### config.mk
export PLATFORM = sky130hd
export DESIGN_NAME = cpuCore
export DESIGN_NICKNAME = d
export VERILOG_FILES = /design/src/isaPkg.sv /design/src/ctrlPkg.sv /design/src/alu.sv /design/src/control.sv /design/src/cpuCore.sv /design/src/immGen.sv /design/src/pcUnit.sv /design/src/regFile.sv
export SDC_FILE = /design/constraint.sdc
export NUM_CORES = 2
export LEC_CHECK = 0
export BUFFER_PORTS_ARGS = -buffer_cell sky130_fd_sc_hd__buf_2
export CORE_MARGIN = 2
export CORE_UTILIZATION = 42
export DETAILED_ROUTE_END_ITERATION = 8
export HOLD_SLACK_MARGIN = 0.1
export SLEW_MARGIN = 20
export SYNTH_ARGS = -nofsm -noshare
export SYNTH_HDL_FRONTEND = slang
export SYNTH_SLANG_ARGS = --single-unit
### constraint.sdc
create_clock -name i_clk -period 21.6 [get_ports i_clk]
set_input_delay 4.32 -clock i_clk [delete_from_list [all_inputs] [get_ports i_clk]]
set_output_delay 4.32 -clock i_clk [all_outputs]
set_load 0.02 [all_outputs]
### src/isaPkg.sv
package isaPkg;

  typedef logic [31:0] wordT;    // data and address word
  typedef logic [4:0]  regAddrT;

  // instruction field positions
  localparam int unsigned OPC_HI = 30;
  localparam int unsigned OPC_LO = 25;
  localparam int unsigned RT_HI  = 24;
  localparam int unsigned RT_LO  = 20;
  localparam int unsigned RA_HI  = 19;
  localparam int unsigned RA_LO  = 15;
  localparam int unsigned RB_HI  = 14;
  localparam int unsigned RB_LO  = 10;
  localparam int unsigned SV_HI  = 9;
  localparam int unsigned SV_LO  = 8;
  localparam int unsigned SUB_HI = 4;
  localparam int unsigned SUB_LO = 0;

  typedef enum logic [5:0] {
    OP_LWI  = 6'b000010,
    OP_SWI  = 6'b001010,
    OP_MEM  = 6'b011100,  // LW / SW by sub-opcode
    OP_ALU  = 6'b100000,  // register ALU and immediate shifts
    OP_MOVI = 6'b100010,
    OP_J    = 6'b100100,
    OP_BEQ  = 6'b100110,
    OP_ADDI = 6'b101000,
    OP_XORI = 6'b101011,
    OP_ORI  = 6'b101100
  } opcodeE;

  typedef enum logic [4:0] {
    SUB_ADD   = 5'b00000,
    SUB_SUB   = 5'b00001,
    SUB_AND   = 5'b00010,
    SUB_XOR   = 5'b00011,
    SUB_OR    = 5'b00100,
    SUB_SLLI  = 5'b01000,
    SUB_SRLI  = 5'b01001,
    SUB_SW    = 5'b01010,
    SUB_ROTRI = 5'b01011
  } subOpE;

  localparam subOpE SUB_LW = SUB_AND;  // same code, only under OP_MEM

  typedef enum logic [2:0] {
    IMM0    = 3'b000,
    IMM5    = 3'b001,  // shift amount in rb field
    IMM15   = 3'b010,
    IMM20   = 3'b011,
    IMM14   = 3'b100,
    IMM24   = 3'b101,
    IMM15ZE = 3'b110
  } immSelE;

endpackage

### src/ctrlPkg.sv
package ctrlPkg;

  import isaPkg::*;

  typedef enum logic [3:0] {
    ALU_ADD      = 4'd0,
    ALU_SUB      = 4'd1,
    ALU_AND      = 4'd2,
    ALU_OR       = 4'd3,
    ALU_XOR      = 4'd4,
    ALU_SLL      = 4'd5,
    ALU_SRL      = 4'd6,
    ALU_ROTR     = 4'd7,
    ALU_PASSB    = 4'd8,   // movi
    ALU_SCALEADD = 4'd9,   // a + (b << sv)
    ALU_CMPEQ    = 4'd10
  } aluFnE;

  typedef struct packed {
    logic  regDst;    // result goes to rt
    logic  branch;
    logic  jump;
    logic  memRead;
    logic  memToReg;
    logic  memWrite;
    logic  aluSrc;    // operand b from immediate
    logic  regWrite;
    aluFnE aluFn;
  } ctrlT;

  typedef struct packed {
    logic re;
    logic we;
    wordT addr;
    wordT wdata;
  } memReqT;

endpackage

### src/alu.sv
`timescale 1ns/100ps

module alu import isaPkg::*; import ctrlPkg::*; (
  input  aluFnE      i_fn,
  input  wordT       i_a,
  input  wordT       i_b,
  input  logic [1:0] i_sv,
  output wordT       o_result,
  output logic       o_equal
);

  logic [4:0]  shAmt;
  logic [63:0] rotWide;

  assign shAmt   = i_b[4:0];
  assign rotWide = {i_a, i_a} >> shAmt;   // low half is the rotated word

  always_comb begin
    case (i_fn)
      ALU_ADD:      o_result = i_a + i_b;
      ALU_SUB:      o_result = i_a - i_b;
      ALU_AND:      o_result = i_a & i_b;
      ALU_OR:       o_result = i_a | i_b;
      ALU_XOR:      o_result = i_a ^ i_b;
      ALU_SLL:      o_result = i_a << shAmt;
      ALU_SRL:      o_result = i_a >> shAmt;
      ALU_ROTR:     o_result = rotWide[31:0];
      ALU_PASSB:    o_result = i_b;
      ALU_SCALEADD: o_result = i_a + (i_b << i_sv);   // scaled index address
      default:      o_result = '0;   // cmpeq has no data result
    endcase
  end

  // only meaningful for beq
  assign o_equal = (i_fn == ALU_CMPEQ) && (i_a == i_b);

endmodule

### src/control.sv
`timescale 1ns/100ps

module control import isaPkg::*; import ctrlPkg::*; (
  input  opcodeE i_opcode,
  input  subOpE  i_subOpcode,
  output ctrlT   o_ctrl,
  output immSelE o_immSel
);

  // bundle for anything that writes rt
  function automatic ctrlT writeRt(aluFnE fn, logic useImm);
    ctrlT c;
    c          = '0;
    c.regDst   = 1'b1;
    c.regWrite = 1'b1;
    c.aluSrc   = useImm;
    c.aluFn    = fn;
    return c;
  endfunction

  always_comb begin
    o_ctrl   = '0;    // undefined encodings fall through as a nop
    o_immSel = IMM0;
    case (i_opcode)
      OP_ALU: begin
        case (i_subOpcode)
          SUB_ADD: o_ctrl = writeRt(ALU_ADD, 1'b0);
          SUB_SUB: o_ctrl = writeRt(ALU_SUB, 1'b0);
          SUB_AND: o_ctrl = writeRt(ALU_AND, 1'b0);
          SUB_OR:  o_ctrl = writeRt(ALU_OR, 1'b0);
          SUB_XOR: o_ctrl = writeRt(ALU_XOR, 1'b0);
          SUB_SLLI: begin
            o_ctrl   = writeRt(ALU_SLL, 1'b1);
            o_immSel = IMM5;
          end
          SUB_SRLI: begin
            o_ctrl   = writeRt(ALU_SRL, 1'b1);
            o_immSel = IMM5;
          end
          SUB_ROTRI: begin
            o_ctrl   = writeRt(ALU_ROTR, 1'b1);
            o_immSel = IMM5;
          end
          default: ;
        endcase
      end
      OP_ADDI: begin
        o_ctrl   = writeRt(ALU_ADD, 1'b1);
        o_immSel = IMM15;
      end
      OP_ORI: begin
        o_ctrl   = writeRt(ALU_OR, 1'b1);
        o_immSel = IMM15ZE;
      end
      OP_XORI: begin
        o_ctrl   = writeRt(ALU_XOR, 1'b1);
        o_immSel = IMM15ZE;
      end
      OP_MOVI: begin
        o_ctrl   = writeRt(ALU_PASSB, 1'b1);
        o_immSel = IMM20;
      end
      OP_LWI: begin
        o_ctrl          = writeRt(ALU_ADD, 1'b1);
        o_ctrl.memRead  = 1'b1;
        o_ctrl.memToReg = 1'b1;
        o_immSel        = IMM15;
      end
      OP_SWI: begin
        o_ctrl.memWrite = 1'b1;
        o_ctrl.aluSrc   = 1'b1;
        o_ctrl.aluFn    = ALU_ADD;
        o_immSel        = IMM15;
      end
      OP_MEM: begin
        case (i_subOpcode)
          SUB_LW: begin
            o_ctrl          = writeRt(ALU_SCALEADD, 1'b0);
            o_ctrl.memRead  = 1'b1;
            o_ctrl.memToReg = 1'b1;
          end
          SUB_SW: begin
            o_ctrl.memWrite = 1'b1;
            o_ctrl.aluFn    = ALU_SCALEADD;
          end
          default: ;
        endcase
      end
      OP_BEQ: begin
        o_ctrl.branch = 1'b1;   // compares ra with rt
        o_ctrl.aluFn  = ALU_CMPEQ;
        o_immSel      = IMM14;
      end
      OP_J: begin
        o_ctrl.jump = 1'b1;
        o_immSel    = IMM24;
      end
      default: ;
    endcase
  end

endmodule

### src/cpuCore.sv
`timescale 1ns/100ps

module cpuCore import isaPkg::*; import ctrlPkg::*; #(
  parameter wordT RESET_PC = 32'h0000_0000
) (
  input  logic   i_clk,
  input  logic   i_rstN,
  input  wordT   i_instr,
  input  wordT   i_memRdata,
  output wordT   o_pc,
  output memReqT o_memReq
);

  regAddrT    rt;
  regAddrT    ra;
  regAddrT    rb;
  logic [1:0] sv;
  ctrlT       ctrl;
  immSelE     immSel;
  wordT       imm;
  wordT       rdataA;
  wordT       rdataB;
  wordT       rdataT;
  wordT       opB;
  wordT       aluResult;
  logic       equal;
  wordT       wbData;
  regAddrT    waddr;

  assign rt = i_instr[RT_HI:RT_LO];
  assign ra = i_instr[RA_HI:RA_LO];
  assign rb = i_instr[RB_HI:RB_LO];
  assign sv = i_instr[SV_HI:SV_LO];

  control uControl (
    .i_opcode   (opcodeE'(i_instr[OPC_HI:OPC_LO])),
    .i_subOpcode(subOpE'(i_instr[SUB_HI:SUB_LO])),
    .o_ctrl     (ctrl),
    .o_immSel   (immSel)
  );

  immGen uImmGen (
    .i_instr (i_instr),
    .i_immSel(immSel),
    .o_imm   (imm)
  );

  assign waddr  = ctrl.regDst ? rt : ra;   // every current writer targets rt
  assign wbData = ctrl.memToReg ? i_memRdata : aluResult;

  // two identical banks give the third read port sw needs (ra, rb, rt)
  regFile uRegsAB (
    .i_clk   (i_clk),
    .i_rstN  (i_rstN),
    .i_raddrA(ra),
    .i_raddrB(rb),
    .i_waddr (waddr),
    .i_we    (ctrl.regWrite),
    .i_wdata (wbData),
    .o_rdataA(rdataA),
    .o_rdataB(rdataB)
  );

  regFile uRegsT (
    .i_clk   (i_clk),
    .i_rstN  (i_rstN),
    .i_raddrA(rt),
    .i_raddrB(rb),
    .i_waddr (waddr),
    .i_we    (ctrl.regWrite),
    .i_wdata (wbData),
    .o_rdataA(rdataT),      // store data and beq operand
    .o_rdataB()
  );

  always_comb begin
    if (ctrl.aluSrc) begin
      opB = imm;
    end else if (ctrl.branch) begin
      opB = rdataT;   // beq compares ra with rt
    end else begin
      opB = rdataB;
    end
  end

  alu uAlu (
    .i_fn    (ctrl.aluFn),
    .i_a     (rdataA),
    .i_b     (opB),
    .i_sv    (sv),
    .o_result(aluResult),
    .o_equal (equal)
  );

  pcUnit #(
    .RESET_PC(RESET_PC)
  ) uPcUnit (
    .i_clk   (i_clk),
    .i_rstN  (i_rstN),
    .i_branch(ctrl.branch),
    .i_jump  (ctrl.jump),
    .i_equal (equal),
    .i_imm   (imm),
    .o_pc    (o_pc)
  );

  assign o_memReq.re    = ctrl.memRead;
  assign o_memReq.we    = ctrl.memWrite;
  assign o_memReq.addr  = aluResult;
  assign o_memReq.wdata = rdataT;

endmodule

### src/immGen.sv
`timescale 1ns/100ps

module immGen import isaPkg::*; (
  input  wordT   i_instr,
  input  immSelE i_immSel,
  output wordT   o_imm
);

  always_comb begin
    case (i_immSel)
      IMM5: begin
        o_imm = {27'b0, i_instr[RB_HI:RB_LO]};   // shift amount, unsigned
      end
      IMM15: begin
        o_imm = {{17{i_instr[14]}}, i_instr[14:0]};
      end
      IMM15ZE: begin
        o_imm = {17'b0, i_instr[14:0]};   // ori / xori
      end
      IMM20: begin
        o_imm = {{12{i_instr[19]}}, i_instr[19:0]};
      end
      IMM14: begin
        o_imm = {{18{i_instr[13]}}, i_instr[13:0]};   // beq halfword offset
      end
      IMM24: begin
        o_imm = {{8{i_instr[23]}}, i_instr[23:0]};   // j halfword offset
      end
      default: begin
        o_imm = '0;
      end
    endcase
  end

endmodule

### src/pcUnit.sv
`timescale 1ns/100ps

module pcUnit import isaPkg::*; #(
  parameter wordT RESET_PC = 32'h0000_0000
) (
  input  logic i_clk,
  input  logic i_rstN,
  input  logic i_branch,
  input  logic i_jump,
  input  logic i_equal,
  input  wordT i_imm,
  output wordT o_pc
);

  logic taken;
  wordT nextPc;

  assign taken  = i_jump || (i_branch && i_equal);
  assign nextPc = taken ? o_pc + {i_imm[30:0], 1'b0}   // offsets count halfwords
                        : o_pc + 32'd4;

  always_ff @(posedge i_clk or negedge i_rstN) begin
    if (!i_rstN) begin
      o_pc <= RESET_PC;
    end else begin
      o_pc <= nextPc;
    end
  end

endmodule

### src/regFile.sv
`timescale 1ns/100ps

module regFile import isaPkg::*; (
  input  logic    i_clk,
  input  logic    i_rstN,
  input  regAddrT i_raddrA,
  input  regAddrT i_raddrB,
  input  regAddrT i_waddr,
  input  logic    i_we,
  input  wordT    i_wdata,
  output wordT    o_rdataA,
  output wordT    o_rdataB
);

  wordT regs [32];

  always_ff @(posedge i_clk or negedge i_rstN) begin
    if (!i_rstN) begin
      for (int i = 0; i < 32; i++) begin
        regs[i] <= '0;
      end
    end else if (i_we) begin
      regs[i_waddr] <= i_wdata;   // r0 is an ordinary register here
    end
  end

  // no bypass, a write shows up next cycle
  assign o_rdataA = regs[i_raddrA];
  assign o_rdataB = regs[i_raddrB];

endmodule

# Word-level counts from Yosys, hierarchy flattened
# Cells that the tools add are included.
totals:
  out_inout_bits: 98
  wordCells: 166
  register_bits: 2080
  inputBits: 66
classes:
  eq_ne: 35
  n_addsub: 5
  reduce_logical: 11
  n_bitwise: 7
  order_cmp: 5
  shift: 4
  n_mux: 34
ops:
  columns: ["op", "n"]
  rows:
  - ["1024-bit bitwise mux", 2]
  - ["32-bit binary-select mux with 5-bit select", 3]
  - ["32-bit two-way mux", 11]
  - ["32-bit case mux with 10 select lines", 1]
  - ["32-bit case mux with 6 select lines", 1]
  - ["32-bit demux with 5-bit select", 1]
  - ["32-bit adder", 3]
  - ["12-bit case mux with 8 select lines", 1]
  - ["64-bit by 5-bit right shift with 32-bit output", 1]
  - ["6-bit == test, second input constant", 7]
  - ["32-bit by 3-bit adder with 32-bit output, second input constant", 1]
  - ["32-bit bitwise AND", 1]
  - ["32-bit == test", 1]
  - ["32-bit OR", 1]
  - ["32-bit by 2-bit left shift with 32-bit output", 1]
  - ["32-bit by 5-bit left shift with 32-bit output", 1]
  - ["32-bit by 5-bit right shift with 32-bit output", 1]
  - ["32-bit subtractor", 1]
  - ["32-bit XOR", 1]
  - ["6-bit >= comparator, second input constant", 4]
  - ["5-bit inverter with 6-bit output", 4]
  - ["4-bit case mux with 6 select lines", 1]
  - ["5-bit by 4-bit == test with 1-bit output, second input constant", 4]
  - ["3-bit case mux with 6 select lines", 1]
  - ["27 further kinds", 47]

# Longest topological paths before layout
depth:
  depth_word: 12
  depth_mapped: 37
  depth_no_buf: 26

# Cells and area by module
# A second synthesis with hierarchy kept.
unflattened:
  cells_unflattened: 11413
  hier_area_um2: 128181.7
modules_own_cells:
  columns: ["module", "area_per_inst_um2", "n_inst", "seq_area_each_um2", "cells_each"]
  rows:
  - ["regFile", 56245.2, 2, 25624.6, 4605]
  - ["alu", 10197.3, 1, 0.0, 1514]
  - ["pcUnit", 3240.6, 1, 775.7, 410]
  - ["cpuCore", 1315.0, 1, 0.0, 148]
  - ["immGen", 506.7, 1, 0.0, 63]
  - ["control", 431.7, 1, 0.0, 68]

# Worst setup path before layout
# Ideal clock, no wire load.
synth_path:
  path_type: "input to output"
  startpoint: "in i_instr[10]"
  endpoint: "out o_memReq[61] in the netlist's numbering"
  stages: 29
  required_time_ps: 17280
  n_path_buf: 8
  slack_ps: 5886
  arrival_ps: 11394
  cell_sequence: "buf_6 buf_8 buf_6 buf_2 buf_2 buf_2 clkbuf_1 buf_1 mux4_2 mux4_2 mux2i_1 o21ai_0 a21oi_1 inv_1 o21ai_0 mux2i_1 mux2_2 ha_1 a21o_1 a21o_1 a21o_1 a21o_1 a221oi_1 a311oi_1 a221oi_1 o22ai_1 mux2i_1 nor2_1 or4_1"
synth_rtl:
  columns: ["element", "line_no", "source"]
  rows:
  - ["from (decl)", "cpuCore.sv:8", "input wordT i_instr,"]
  - ["to (decl)", "cpuCore.sv:11", "output memReqT o_memReq"]

==> results by group <==
GRT
  • Total grt overflow: 0
  • Grt peak-use layer: met2
  • First-pass GRT wire length: 444,000 um
  • Met3 Use GR: 8.04%
  • Initial antenna violation count: 9
  • Pin count of the biggest net entering global routing: around 170
  • Met2 usage: 49.0%
  • Vias in the first global route: 61,800
  • Global Route Usage Sum: 32.7%
  • Met1 Use GR: 43.7%

Power
  • Pwr dens: a little under 60 mW/mm^2
  • Peak supply drop: 0.0663 mV
  • Switching power: roughly 1400 uW
  • Clock power frac: between 40 and 50%
  • Share of power burned in registers: 41.5%
  • Tot Pwr: approximately 5000 uW
  • Combinational share of power: 14.4%
  • Int Pwr: 3560 uW
  • Sw Share: 28.8%
  • Leakage: 0.0346 uW

Placement
  • Placed inst area: 0.0794 mm^2
  • Dpl ws: 4.49 ns
  • DPL Wire Length: 196,000 um
  • Port Buffers: ~160
  • RD Place Congestion: 1.07
  • Inst Count DP: slightly above 9,000

Layout
  • Final non-filler cell total: 9,409
  • Share of cells above drive strength 1: 25.6%
  • Nets: 7,144
  • Most frequent cells in the layout: nand2_1, dfrtp_1, mux4_2
  • Layout area overhead: 9.31%
  • Leading cell type in the layout, fill and taps excluded: nand2_1
  • Fill cells: 16,500
  • Fin area: 0.0838 mm^2

Clock tree
  • H-Tree Depth: 3
  • Hold buffer count at CTS: 0
  • CTS Buf Count: 116
  • Latest clock arrival within the worst-skew pair: 0.81 ns
  • Worst-path clk slew: 0.05 ns
  • Post-CTS sizing: 0
  • CTS tree: built
  • Clock buffer depth: 3
  • Post-CTS Setup Inserts: 0
  • Clock sinks: 1,055
  • Clock root cell: clkbuf_16

STA
  • RSZ-0062 raised after global routing: no
  • Rel. slew slack: between 10% and 20%
  • Final Hold Fails: 0
  • Final Skew: 0.0508 ns
  • Tcrit/Tclk final: roughly four fifths
  • Final max-slew violation count: 0
  • FMAX: 0.0579 GHz
  • Setup TNS: 0 ns
  • Final count of negative-setup-slack endpoints: 0
  • Fin crit period: 17.26 ns
  • Worst setup margin: 4.34 ns
  • Worst Tran Pin Value: 1.27 ns

Min path
  • Hold crit path type: flip-flop to flip-flop

Yosys
  • Cell Area, Synth: 0.0766 mm^2
  • Synth Area in Compound Gates: 15.4%
  • Syn_area_per_cell: ~11 um^2
  • Synth Register Bits: 1,055
  • Combinational family with the most area after synthesis: multiplexers
  • Yosys warns: 0
  • Synth Area in XOR/XNOR: 0.994%
  • Number of synthesized flops with an enable pin: 0
  • Post-Syn Instances: 7,178
  • Synth Area in Simple Gates: 10.9%
  • Library cells used by synthesis: 107
  • Mapped Nets: 7,386
  • Post-synthesis mux area share: between 30% and 40%
  • Post-Synth Adder-Cell Area: approximately 2.5%
  • Ys async rst share: 100%
  • Main synth FF type: dfrtp_1
  • Post-synthesis sequential area ratio: 34.5%

Detailed routing
  • Remaining antenna violation count after routing: 0
  • Via count: approximately 64,000
  • Routed WL: between 300,000 and 400,000 um
  • Via density: 6.78
  • Iter 0 DRT Violations: approximately 8,200
  • DRC: 0
  • Drt pass-1 iters: 6
  • Drt wl/cell: 32.5 um

Worst setup path
  • Worst endpoint required time: 17.28 ns
  • Critical path origin: i_instr[11]
  • RR Endpoint: uRegsAB.regs[189]
  • Crit path capture type: output pin
  • Worst-path fanout max: 80
  • R2r setup slk: 13.40 ns
  • Critical path class: input pin to output pin
  • CP endpoint: o_memReq[63]
  • CP arrival: 12.94 ns
  • R2r worst-path depth: 25
  • CP startpoint kind: input pin
  • Critical R2R Launch: uRegsT.regs[526]

Floorplanning
  • I/O pins: 164
  • Die ar.: 0.186 mm^2
  • Chip width: 431 um
  • Area of the core: 0.181 mm^2
  • Initial core utilization: 42.4%
  • DIE HEIGHT: 431 um
  • Std cell rows: 156

Run
  • Max-cap violations: 0

Status
  • Status: complete, no violations
[cell families after synthesis]
group,after synthesis
adders and majority gates,150
buffers and inverters,837
DFF,1055
AOI/OAI and AO/OA,1901
muxes,1162
and+or+nand+nor,1985
other,1
xor gates and xnor gates,87
[state kept, by name, summed over array words and instances, names as in the netlist]
| register | flops |
|---|---|
| uRegsT.regs | 826 |
| uPcUnit.o_pc | 31 |
| uRegsAB.regs | 198 |
[worst min-delay path by stage]
| stage | to | cells after the start | start |
|---|---|---|---|
| final | uPcUnit.o_pc[31] | 1 | uPcUnit.o_pc[31] |
| after global routing | uPcUnit.o_pc[31] | 1 | uPcUnit.o_pc[31] |
| after CTS | uPcUnit.o_pc[31] | 1 | uPcUnit.o_pc[31] |
| after detailed placement | uPcUnit.o_pc[31] | 1 | uPcUnit.o_pc[31] |
| after global placement | uPcUnit.o_pc[31] | 1 | uPcUnit.o_pc[31] |
| after floorplan | uRegsAB.regs[33] | 2 | uRegsAB.regs[33] |
[worst max-delay path, stage by stage]
cell	delay, ns
buf_8	0.62
buf_4	0.80
buf_4	0.52
mux4_2	0.39
mux4_2	0.48
mux2i_1	0.15
o211ai_1	0.30
o21ai_0	0.41
inv_1	0.17
ha_1	0.44
nor2_1	0.32
nand3_1	0.19
nor3_1	0.69
a31oi_1	0.32
o31ai_1	0.79
o211ai_1	0.36
a2111oi_2	0.40
o2111ai_1	0.49
or2_2	0.47
buf_2	0.16
[metrics by stage]
stage          utilization (%)  hold slack, ns
6_report                  46.3           0.473
5_1_grt                   46.3           0.500
4_1_cts                   46.2           0.475
3_5_place_dp              43.9           0.468
3_3_place_gp              43.9           0.459
2_1_floorplan                -           0.474
[cell usage after synthesis, types with 19 or more instances]
cell / instances / area [um^2]
nand2_1: 1343 / 5040
dfrtp_1: 1055 / 26400
mux4_2: 955 / 21500
o21ai_0: 936 / 4680
clkbuf_1: 486 / 1820
nor2_1: 203 / 762
a21oi_1: 187 / 936
nand3_1: 162 / 811
ha_1: 139 / 1740
mux2i_1: 130 / 1300
o31ai_1: 128 / 961
buf_2: 112 / 561
inv_1: 111 / 417
o21ai_1: 103 / 515
o31ai_2: 76 / 951
mux2_2: 68 / 766
o211ai_1: 63 / 473
a21o_1: 56 / 420
nand4_1: 55 / 344
buf_1: 54 / 203
a211oi_1: 51 / 383
nor3_1: 51 / 255
xnor2_1: 48 / 420
xor2_1: 39 / 342
a31oi_1: 38 / 238
and3_1: 35 / 219
o22ai_1: 35 / 219
and2_1: 26 / 163
o21a_1: 26 / 195
buf_6: 25 / 282
buf_4: 24 / 180
o21bai_1: 20 / 150
a221oi_1: 19 / 166
a22oi_1: 19 / 143
[per-layer routing]
metal,part of all wire (%),routed length [um],up-vias
met4,6.6,20100,8
li1,-,-,26800
met3,11,33100,779
met2,44,136000,3755
met5,0.019,58,-
met1,38,116000,32500
[layout make-up]
type                       instances  area (um^2)  share of cell area, %
clock inverter                    52          843                   1.01
clock buffer                     164         3370                   4.03
multi-input combinational       5286        47200                   56.3
timing repair buffer             357         2540                   3.03
sequential                      1055        26400                   31.5
inverter                         120          464                  0.554
tap                             2370         2970                   3.54
antenna                            5         12.5                 0.0149
[power groups by stage]
stage	logic (uW)	clock network, uW	registers (uW)
2_1_floorplan	438	0	2100
3_3_place_gp	702	0	2110
3_5_place_dp	705	0	2110
4_1_cts	707	2230	2070
5_1_grt	761	2310	2080
6_report	718	2200	2080
Note: power is estimated with default switching activity, not from simulation.
